`config.mk`:
```
export PLATFORM = sky130hd
export DESIGN_NAME = life_top
export DESIGN_NICKNAME = d
export VERILOG_FILES = /design/src/common/life_pkg.sv /design/src/common/ctrl_pkg.sv /design/src/common/row_bus_if.sv /design/src/engine/life_row_engine.sv /design/src/source/life_sequencer.sv /design/src/source/cell_store.sv /design/src/source/life_top.sv
export SDC_FILE = /design/constraint.sdc
export NUM_CORES = 1
export LEC_CHECK = 0
export BUFFER_PORTS_ARGS = -buffer_cell sky130_fd_sc_hd__buf_2
export CAP_MARGIN = 10
export CORE_MARGIN = 2
export CORE_UTILIZATION = 38
export DETAILED_ROUTE_END_ITERATION = 6
export GPL_TIMING_DRIVEN = 0
export PLACE_DENSITY = 0.59
export RECOVER_POWER = 25
export SLEW_MARGIN = 20
export SYNTH_ARGS = -nofsm -noshare
export SYNTH_HDL_FRONTEND = slang
export SYNTH_SLANG_ARGS = --single-unit
```
`constraint.sdc`:
```
create_clock -name clk4 -period 4.1 [get_ports clk4]
set_input_delay 0.205 -clock clk4 [delete_from_list [all_inputs] [get_ports clk4]]
set_output_delay 0.205 -clock clk4 [all_outputs]
set_load 0.03 [all_outputs]
```
`src/common/life_pkg.sv`:
```
// Grid geometry and row types for the 16 x 16 toroidal life engine
// Imported by every RTL block that moves or stores cell rows

package life_pkg;

	////////////////////////////////////////////////////////////
	// Geometry
	////////////////////////////////////////////////////////////

	// Grid is fixed at 16 x 16, one row per memory word
	localparam int grid_width  = 16; // Columns, one bit per cell
	localparam int grid_height = 16; // Rows, top wraps to bottom
	localparam int row_bits    = 4;  // Row address width
	localparam int count_bits  = 16; // Generation counter width

	////////////////////////////////////////////////////////////
	// Row and counter types
	////////////////////////////////////////////////////////////

	// One full row of cells
	// Bit 0 is column 0, bit 15 is column 15
	// Column 15 sits next to column 0 on the torus
	typedef logic [grid_width-1:0] row_t;

	// Row index, wraps naturally at the grid edge
	typedef logic [row_bits-1:0] row_addr_t;

	// Generations since reset, rolls over silently
	typedef logic [count_bits-1:0] count_t;

endpackage

```
`src/common/ctrl_pkg.sv`:
```
// Host command codes, sequencer states, read tags and the seed LFSR
// Shared by the sequencer, the row bus and the engine

package ctrl_pkg;

	// Host opcodes, sampled with req
	typedef enum logic [1:0] {
		cmd_seed, // Fill grid from LFSR
		cmd_load, // Write one host row
		cmd_step, // One generation
		cmd_peek  // Read one row back
	} cmd_e;

	// Tag that travels with every read and comes back with the data
	typedef enum logic [1:0] {
		rd_none,  // No read returned
		rd_prime, // Window fill, no write back
		rd_step,  // Window shift plus write back
		rd_peek   // Host read
	} rd_kind_e;

	typedef enum logic [2:0] {
		st_idle, st_seed, st_load, st_step, st_drain, st_peek, st_ack
	} seq_state_e;

	////////////////////////////////////////////////////////////
	// Step pipeline and seed LFSR
	////////////////////////////////////////////////////////////

	localparam int step_reads   = 18; // Row 15, rows 0..15, row 0
	localparam int drain_cycles = 2;  // Last return plus last write

	localparam int lfsr_width = 16;
	localparam logic [lfsr_width-1:0] lfsr_reset = 16'hACE1;
	localparam logic [lfsr_width-1:0] lfsr_taps  = 16'h002D; // Taps 16 14 13 11

	// Fibonacci step, shift right, feedback into MSB
	function automatic logic [lfsr_width-1:0] lfsr_next(input logic [lfsr_width-1:0] cur);
		return {^(cur & lfsr_taps), cur[lfsr_width-1:1]};
	endfunction

endpackage

```
`src/common/row_bus_if.sv`:
```
// Row bus between sequencer, cell store and row engine
// Reads return one cycle after rd_en, writes land at the clock edge

interface row_bus_if
	import life_pkg::*, ctrl_pkg::*;
();

	logic      bank;                    // Live bank, other bank takes next gen

	logic      rd_en;                   // Read request from sequencer
	row_addr_t rd_addr;
	rd_kind_e  rd_kind;                 // Tag echoed with the data

	logic      rd_valid;                // Return, one cycle after rd_en
	row_t      rd_data;
	row_addr_t rd_row;                  // Echo of rd_addr
	rd_kind_e  rd_echo_kind;            // Echo of rd_kind

	logic      load_en;                 // Host or seed write, live bank
	row_addr_t load_addr;
	row_t      load_data;

	logic      next_en;                 // Engine write, other bank
	row_addr_t next_addr;
	row_t      next_data;

	modport seq (
		output bank, rd_en, rd_addr, rd_kind, load_en, load_addr, load_data,
		input  rd_valid, rd_data, rd_echo_kind
	);

	modport store (
		input  bank, rd_en, rd_addr, rd_kind, load_en, load_addr, load_data,
		input  next_en, next_addr, next_data,
		output rd_valid, rd_data, rd_row, rd_echo_kind
	);

	modport engine (
		input  rd_valid, rd_data, rd_row, rd_echo_kind,
		output next_en, next_addr, next_data
	);

endinterface

```
`src/engine/life_row_engine.sv`:
```
// Next-generation engine, fed one row per cycle by the cell store
// Keeps a three-row window and writes the middle row's next state

module life_row_engine
	import life_pkg::*, ctrl_pkg::*;
(
	input  logic      clk4,
	input  logic      reset,
	row_bus_if.engine bus
);

	// Bit c of result holds column c-1, wraps at column 0
	function automatic row_t west_of(input row_t r);
		return {r[grid_width-2:0], r[grid_width-1]};
	endfunction

	// Bit c of result holds column c+1, wraps at column 15
	function automatic row_t east_of(input row_t r);
		return {r[0], r[grid_width-1:1]};
	endfunction

	////////////////////////////////////////////////////////////
	// Three-row window
	////////////////////////////////////////////////////////////

	row_t      win_top;   // Row above the middle
	row_t      win_mid;   // Row being evolved
	row_t      win_bot;   // Row just returned
	logic      shift_in;  // Prime or step return this cycle
	logic      write_out; // Step return, middle row complete after shift

	assign shift_in  = bus.rd_valid &&
		(bus.rd_echo_kind == rd_prime || bus.rd_echo_kind == rd_step);
	assign write_out = bus.rd_valid && bus.rd_echo_kind == rd_step;

	// Window rows are payload only
	always_ff @(posedge clk4) begin
		if (shift_in) begin
			win_top <= win_mid;
			win_mid <= win_bot;
			win_bot <= bus.rd_data;
			bus.next_addr <= bus.rd_row - 1'b1; // Middle row, wraps 0 to 15
		end
	end

	// Write strobe trails the return by one cycle
	always_ff @(posedge clk4) begin
		if (reset) begin
			bus.next_en <= 1'b0;
		end else begin
			bus.next_en <= write_out;
		end
	end

	////////////////////////////////////////////////////////////
	// Neighbour count and rule
	////////////////////////////////////////////////////////////

	row_t top_w, top_e, mid_w, mid_e, bot_w, bot_e;
	logic [3:0] ncount [grid_width]; // 0..8 live neighbours per cell
	row_t next_row;

	assign top_w = west_of(win_top);
	assign top_e = east_of(win_top);
	assign mid_w = west_of(win_mid);
	assign mid_e = east_of(win_mid);
	assign bot_w = west_of(win_bot);
	assign bot_e = east_of(win_bot);

	always_comb begin
		for (int c = 0; c < grid_width; c++) begin
			// Eight neighbours, the cell itself excluded
			ncount[c] = 4'(top_w[c]) + 4'(win_top[c]) + 4'(top_e[c])
				+ 4'(mid_w[c]) + 4'(mid_e[c])
				+ 4'(bot_w[c]) + 4'(win_bot[c]) + 4'(bot_e[c]);
			// Born on 3, survives on 2 or 3
			next_row[c] = (ncount[c] == 4'd3) || (win_mid[c] && ncount[c] == 4'd2);
		end
	end

	assign bus.next_data = next_row; // Valid while next_en is high

endmodule

```
`src/source/life_sequencer.sv`:
```
// Command FSM for the life engine: handshake, read sequencing, seeding
// Owns the live bank bit, the seed LFSR and the generation counter

module life_sequencer
	import life_pkg::*, ctrl_pkg::*;
(
	input  logic      clk4,
	input  logic      reset,
	input  logic      req,
	input  cmd_e      cmd,
	input  row_addr_t row_sel,
	input  row_t      load_data,
	output logic      ack,
	output row_t      row_data,
	output count_t    gen_count,
	row_bus_if.seq    bus
);

	seq_state_e state;
	logic [4:0] cnt;      // Read, seed and drain counter
	row_addr_t  row_q;    // Row captured with the command
	row_t       data_q;   // Load data captured with the command
	row_t       lfsr;
	row_t       seed_row; // Next LFSR value, written and kept
	logic       peek_back;

	assign seed_row  = lfsr_next(lfsr);
	assign peek_back = bus.rd_valid && bus.rd_echo_kind == rd_peek;

	////////////////////////////////////////////////////////////
	// Command FSM
	////////////////////////////////////////////////////////////

	always_ff @(posedge clk4) begin
		if (reset) begin
			state     <= st_idle;
			cnt       <= '0;
			ack       <= 1'b0;
			bus.bank  <= 1'b0;
			gen_count <= '0;
			lfsr      <= lfsr_reset;
		end else begin
			case (state)
				st_idle: begin
					// ack is low here, so req alone starts a command
					if (req) begin
						cnt <= '0;
						case (cmd)
							cmd_seed: state <= st_seed;
							cmd_load: state <= st_load;
							cmd_step: state <= st_step;
							cmd_peek: state <= st_peek;
							default:  state <= st_idle;
						endcase
					end
				end
				st_seed: begin
					lfsr <= seed_row; // One advance per row
					cnt  <= cnt + 1'b1;
					if (cnt == 5'(grid_height - 1)) begin
						ack   <= 1'b1;
						state <= st_ack;
					end
				end
				st_load: begin
					ack   <= 1'b1; // Row written this cycle
					state <= st_ack;
				end
				st_step: begin
					cnt <= cnt + 1'b1;
					if (cnt == 5'(step_reads - 1)) begin
						cnt   <= '0;
						state <= st_drain;
					end
				end
				st_drain: begin
					cnt <= cnt + 1'b1;
					// Last engine write lands on this edge, safe to flip
					if (cnt == 5'(drain_cycles - 1)) begin
						bus.bank  <= !bus.bank;
						gen_count <= gen_count + 1'b1;
						ack       <= 1'b1;
						state     <= st_ack;
					end
				end
				st_peek: begin
					cnt <= 5'd1; // Single read issued on first cycle
					if (peek_back) begin
						ack   <= 1'b1;
						state <= st_ack;
					end
				end
				st_ack: begin
					// Hold until host lets go of req
					if (!req) begin
						ack   <= 1'b0;
						state <= st_idle;
					end
				end
				default: state <= st_idle;
			endcase
		end
	end

	// Command payload and peek result
	always_ff @(posedge clk4) begin
		if (state == st_idle && req) begin
			row_q  <= row_sel;
			data_q <= load_data;
		end
		if (peek_back) begin
			row_data <= bus.rd_data;
		end
	end

	////////////////////////////////////////////////////////////
	// Row bus requests
	////////////////////////////////////////////////////////////

	always_comb begin
		bus.rd_en     = 1'b0;
		bus.rd_addr   = row_q;
		bus.rd_kind   = rd_none;
		bus.load_en   = 1'b0;
		bus.load_addr = row_q;
		bus.load_data = data_q;
		case (state)
			st_step: begin
				bus.rd_en   = 1'b1;
				bus.rd_addr = row_addr_t'(cnt - 1'b1); // 15, 0..15, 0
				bus.rd_kind = (cnt < 5'd2) ? rd_prime : rd_step;
			end
			st_peek: begin
				bus.rd_en   = (cnt == 5'd0);
				bus.rd_kind = rd_peek;
			end
			st_seed: begin
				bus.load_en   = 1'b1;
				bus.load_addr = row_addr_t'(cnt);
				bus.load_data = seed_row;
			end
			st_load: bus.load_en = 1'b1;
			default: ;
		endcase
	end

endmodule

```
`src/source/cell_store.sv`:
```
// Two-bank row memory for the life grid
// Reads and host loads use the live bank, engine writes go to the other one

module cell_store
	import life_pkg::*, ctrl_pkg::*;
(
	input  logic     clk4,
	input  logic     reset,
	row_bus_if.store bus
);

	row_t mem [2][grid_height]; // Bank, row

	////////////////////////////////////////////////////////////
	// Write ports
	////////////////////////////////////////////////////////////

	always_ff @(posedge clk4) begin
		if (bus.load_en) begin
			mem[bus.bank][bus.load_addr] <= bus.load_data; // Host or seed row
		end
		if (bus.next_en) begin
			mem[!bus.bank][bus.next_addr] <= bus.next_data; // Next generation
		end
	end

	////////////////////////////////////////////////////////////
	// Read port, one cycle latency
	////////////////////////////////////////////////////////////

	always_ff @(posedge clk4) begin
		bus.rd_data <= mem[bus.bank][bus.rd_addr];
		bus.rd_row  <= bus.rd_addr; // Engine derives its write row from this
	end

	// Strobe and tag
	always_ff @(posedge clk4) begin
		if (reset) begin
			bus.rd_valid     <= 1'b0;
			bus.rd_echo_kind <= rd_none;
		end else begin
			bus.rd_valid     <= bus.rd_en;
			bus.rd_echo_kind <= bus.rd_en ? bus.rd_kind : rd_none;
		end
	end

endmodule

```
`src/source/life_top.sv`:
```
// Top level of the life engine, host req/ack port on plain wires
// Joins sequencer, cell store and row engine through one row bus

module life_top
	import life_pkg::*, ctrl_pkg::*;
(
	input  logic      clk4,
	input  logic      reset,

	// Host command side
	input  logic      req,       // Four-phase request
	input  cmd_e      cmd,
	input  row_addr_t row_sel,   // Row for load and peek
	input  row_t      load_data,

	// Host response side
	output logic      ack,
	output row_t      row_data,  // Peek result, valid with ack
	output count_t    gen_count
);

	////////////////////////////////////////////////////////////
	// Row bus and blocks
	////////////////////////////////////////////////////////////

	row_bus_if bus ();

	// Producer, owns handshake and bank
	life_sequencer u_seq (
		.clk4      (clk4),
		.reset     (reset),
		.req       (req),
		.cmd       (cmd),
		.row_sel   (row_sel),
		.load_data (load_data),
		.ack       (ack),
		.row_data  (row_data),
		.gen_count (gen_count),
		.bus       (bus.seq)
	);

	// Two-bank row memory
	cell_store u_store (
		.clk4  (clk4),
		.reset (reset),
		.bus   (bus.store)
	);

	// Rule and write back
	life_row_engine u_engine (
		.clk4  (clk4),
		.reset (reset),
		.bus   (bus.engine)
	);

endmodule

```
==> key figures <==
GRT
  • GR Util met2: 44.7%
  • GR Layer Usage met1: 40.1%
  • GRT busiest layer: met2
  • Global-route usage over all layers: 30.5%
  • Initial antenna violation count: 11
  • Congestion Overflow GR: 0
  • Vias in the first global route: 26519
  • Grt met3 use: 8.18%
  • First-pass GRT wire length: 199000 um
  • Largest net degree at the start of global routing: 24

Clocking
  • CTS Root Buffer Type: clkbuf_16
  • H-tree depth: 3
  • Clock Sinks: 667
  • Inserted Clock Buffers: 78
  • CTS tree: done
  • Worst-skew pair later-pin latency: 0.66 ns
  • Maximum buffer depth of the clock tree: 3
  • CTS clk-pin slew, worst paths: 0.06 ns

STA
  • Max Clock Skew: 0.0468 ns
  • Max Fclk: 246 MHz
  • Setup Viol. Count Final: 0
  • Fin. Hold Viols: 0
  • Max-slew violations: 43
  • Worst-margin pin slew: 2.22 ns
  • Final Cycle Share: 99.1%
  • Slew headroom: -48.3%
  • Tmin final: 4.06 ns
  • Post-route setup TNS: 0 ns

Route
  • Number of DRC markers in iteration 0: 4336
  • First-pass detailed-route iteration total: 6
  • Avg WL per Cell: 30.8 um
  • Via Count: 28264
  • Routed Antenna Nets: 0
  • # DRC: 0
  • WL final: 145000 um
  • Avg Vias per Cell: 6.02

Outcome
  • Failing checks: capacitance limit, slew limit
  • Status: finished with violations

Synth
  • #FFs+latches synth: 667
  • Ys async rst share: 0%
  • Syn_area_per_cell: 10.7 um^2
  • Post-Syn Area: 0.0346 mm^2
  • Ys Warns: 0
  • Largest cells by area after synthesis: edfxtp_1 52%, a21oi_1 7.8%, nor2_1 6.1%, mux4_2 4.0%, mux2i_1 4.0%
  • Seq/Total Area, Yosys: 55.9%
  • Main synth FF type: edfxtp_1
  • EDFF count, synth: 600
  • Distinct cells, synth: 57
  • Yosys top cell area share: 52.0%
  • Syn nets: 3381
  • Cell count after synthesis: 3233
  • Leading area contributor after synthesis: edfxtp_1

Run
  • Max-Cap Viols: 3

Placement
  • DP Area: 0.0372 mm^2
  • DP HPWL: 106000 um
  • Port buffer count: 56
  • Final Wtd Congestion: 1.06

Worst hold path
  • HP Class: in -> reg

Die
  • Row count: 110
  • Core Area: 0.0901 mm^2
  • Chip Width: 306 um
  • IO Count: 58
  • Die H: 306 um
  • DIE AREA: 0.0936 mm^2
  • Initial Utilization: 38.4%

Power
  • Leak: 15.0 nW
  • Peak supply drop: 0.607 mV
  • PwrDens: 596 mW/mm^2

Worst setup path
  • CP Launch Type: flop
  • Setup Crit Path Kind: reg -> reg
  • CP endpoint kind: flop
  • WP data required: 4.56 ns
  • CP Data Arrival Time: 4.52 ns
  • CP Max Fanout: 10

Layout
  • Most frequent cells in the layout: 600 x edfxtp_1, 560 x nor2_1, 509 x a21oi_1
  • # fillers: 8404
  • Syn-to-layout area delta: 17.4%
  • Most common cell after layout, fill and taps aside: edfxtp_1
  • Nets: 3605
  • Share of layout cells above drive strength 1: 13.6%
  • Final instance area: 0.0407 mm^2
[sequential cells by signal (all words and copies together) (netlist names), named ones only]
name                      count
u_seq.bus.bank                1
u_engine.win_mid             16
u_store.bus.rd_data          16
u_seq.row_q                   4
u_engine.bus.next_addr        4
u_engine.win_bot             16
u_store.bus.rd_echo_kind      2
u_seq.data_q                 16
u_seq.cnt                     5
u_seq.gen_count              16
u_store.bus.rd_valid          1
u_engine.bus.next_en          1
u_seq.ack                     1
u_store.mem                 512
u_engine.win_top             16
u_store.bus.rd_row            4
u_seq.state                   3
u_seq.row_data               16
u_seq.lfsr                   16
[kinds of logic after synthesis]
group                    synth area share [%]
AO/OA/AOI/OAI                            12.5
XOR/XNOR                                0.506
adder cells (fa/ha/maj)                  5.83
buffers and inverters                    5.32
flip-flops                               55.9
multiplexers                             8.21
AND/OR/NAND/NOR                          11.8
[path summary, 6_finish.rpt]
kind                            slack (ns)  cells after the start                   start             endpoint
worst min-delay path                  0.07                      2                     req       u_seq.row_q[0]
worst max-delay path                  0.04                     13     u_engine.win_top[5]  u_store.mem[0][229]
worst min register to register        0.42                      0  u_store.bus.rd_data[5]  u_engine.win_bot[5]
worst max register to register        0.04                     13     u_engine.win_top[5]  u_store.mem[0][229]
[cells in the mapped netlist (all sizes together) (3+ instances only)]
| master | number |
|---|---|
| a2111oi | 10 |
| a21oi | 538 |
| a22oi | 3 |
| a31oi | 7 |
| a32oi | 62 |
| and2 | 18 |
| and3 | 5 |
| buf | 87 |
| clkbuf | 194 |
| dfxtp | 67 |
| edfxtp | 600 |
| fa | 64 |
| ha | 59 |
| inv | 174 |
| mux2i | 141 |
| mux4 | 62 |
| nand2 | 289 |
| nand3 | 31 |
| nand3b | 8 |
| nand4 | 5 |
| nor2 | 566 |
| nor2b | 9 |
| nor3 | 27 |
| nor3b | 4 |
| o211ai | 33 |
| o21a | 17 |
| o21ai | 73 |
| o22ai | 17 |
| or3 | 21 |
| xnor2 | 10 |
| xor2 | 10 |
[layout make-up]
| class | count | area, um^2 | area share, % |
|---|---|---|---|
| timing repair buffer | 169 | 1350 | 3.33 |
| multi-input combinational | 2111 | 14000 | 34.5 |
| buffer | 256 | 1320 | 3.25 |
| clock buffer | 97 | 2100 | 5.15 |
| tap | 1176 | 1470 | 3.62 |
| antenna | 3 | 7.51 | 0.0185 |
| sequential | 667 | 19400 | 47.6 |
| clock inverter | 43 | 363 | 0.892 |
| inverter | 174 | 653 | 1.61 |
[per-stage QoR]
| stage | utilization, % | setup WS (ns) | std cells | power, mW | hold WS, ns |
|---|---|---|---|---|---|
| after floorplan | - | 0.323 | 3233 | 13.3 | 0.304 |
| after global placement | 40.4 | -2.24 | 4465 | 16.8 | 0.381 |
| after detailed placement | 41.3 | -1.17 | 4518 | 17.0 | 0.383 |
| after CTS | 44.9 | -0.00304 | 4672 | 23.8 | 0.0345 |
| after global routing | 45.1 | -0.0510 | 4693 | 24.7 | 0.0736 |
| final | 45.1 | 0.0373 | 4696 | 24.2 | 0.0717 |
[worst max-delay path, cell delays in order, from the launching register on]
cell and delay (ns):
edfxtp_1 0.43, ha_1 0.30, inv_1 0.04, fa_1 0.49
fa_1 0.41, inv_1 0.08, fa_1 0.23, inv_1 0.08
fa_2 0.38, a2111oi_4 0.35, a21oi_2 0.09, or3_4 0.51
buf_12 0.21, a21oi_4 0.26
[routing by layer]
layer / part of all wire [%] / routed length, um
met3: 12 / 17800
met5: 0.018 / 26
met1: 38 / 54500
met2: 43 / 61900
met4: 7.4 / 10700
[repair_timing]
| item | CTS | global route |
|---|---|---|
| endpoints found under the setup margin | 339 | 195 |
| buffers inserted | 15 | 23 |
| resized for setup | 119 | 61 |
| hold buffers | 22 | 0 |
| endpoints found under the hold margin | 21 | 0 |
| pin swaps | 10 | 15 |
[power by group]
| group | switching (mW) | internal [mW] | total, mW | leakage, nW |
|---|---|---|---|---|
| combinational | 6.14 | 2.40 | 8.53 | 7.85 |
| clock | 2.99 | 3.95 | 6.94 | 1.21 |
| sequential | 0.175 | 8.59 | 8.77 | 5.96 |
Note: power is estimated with default switching activity, not from simulation.
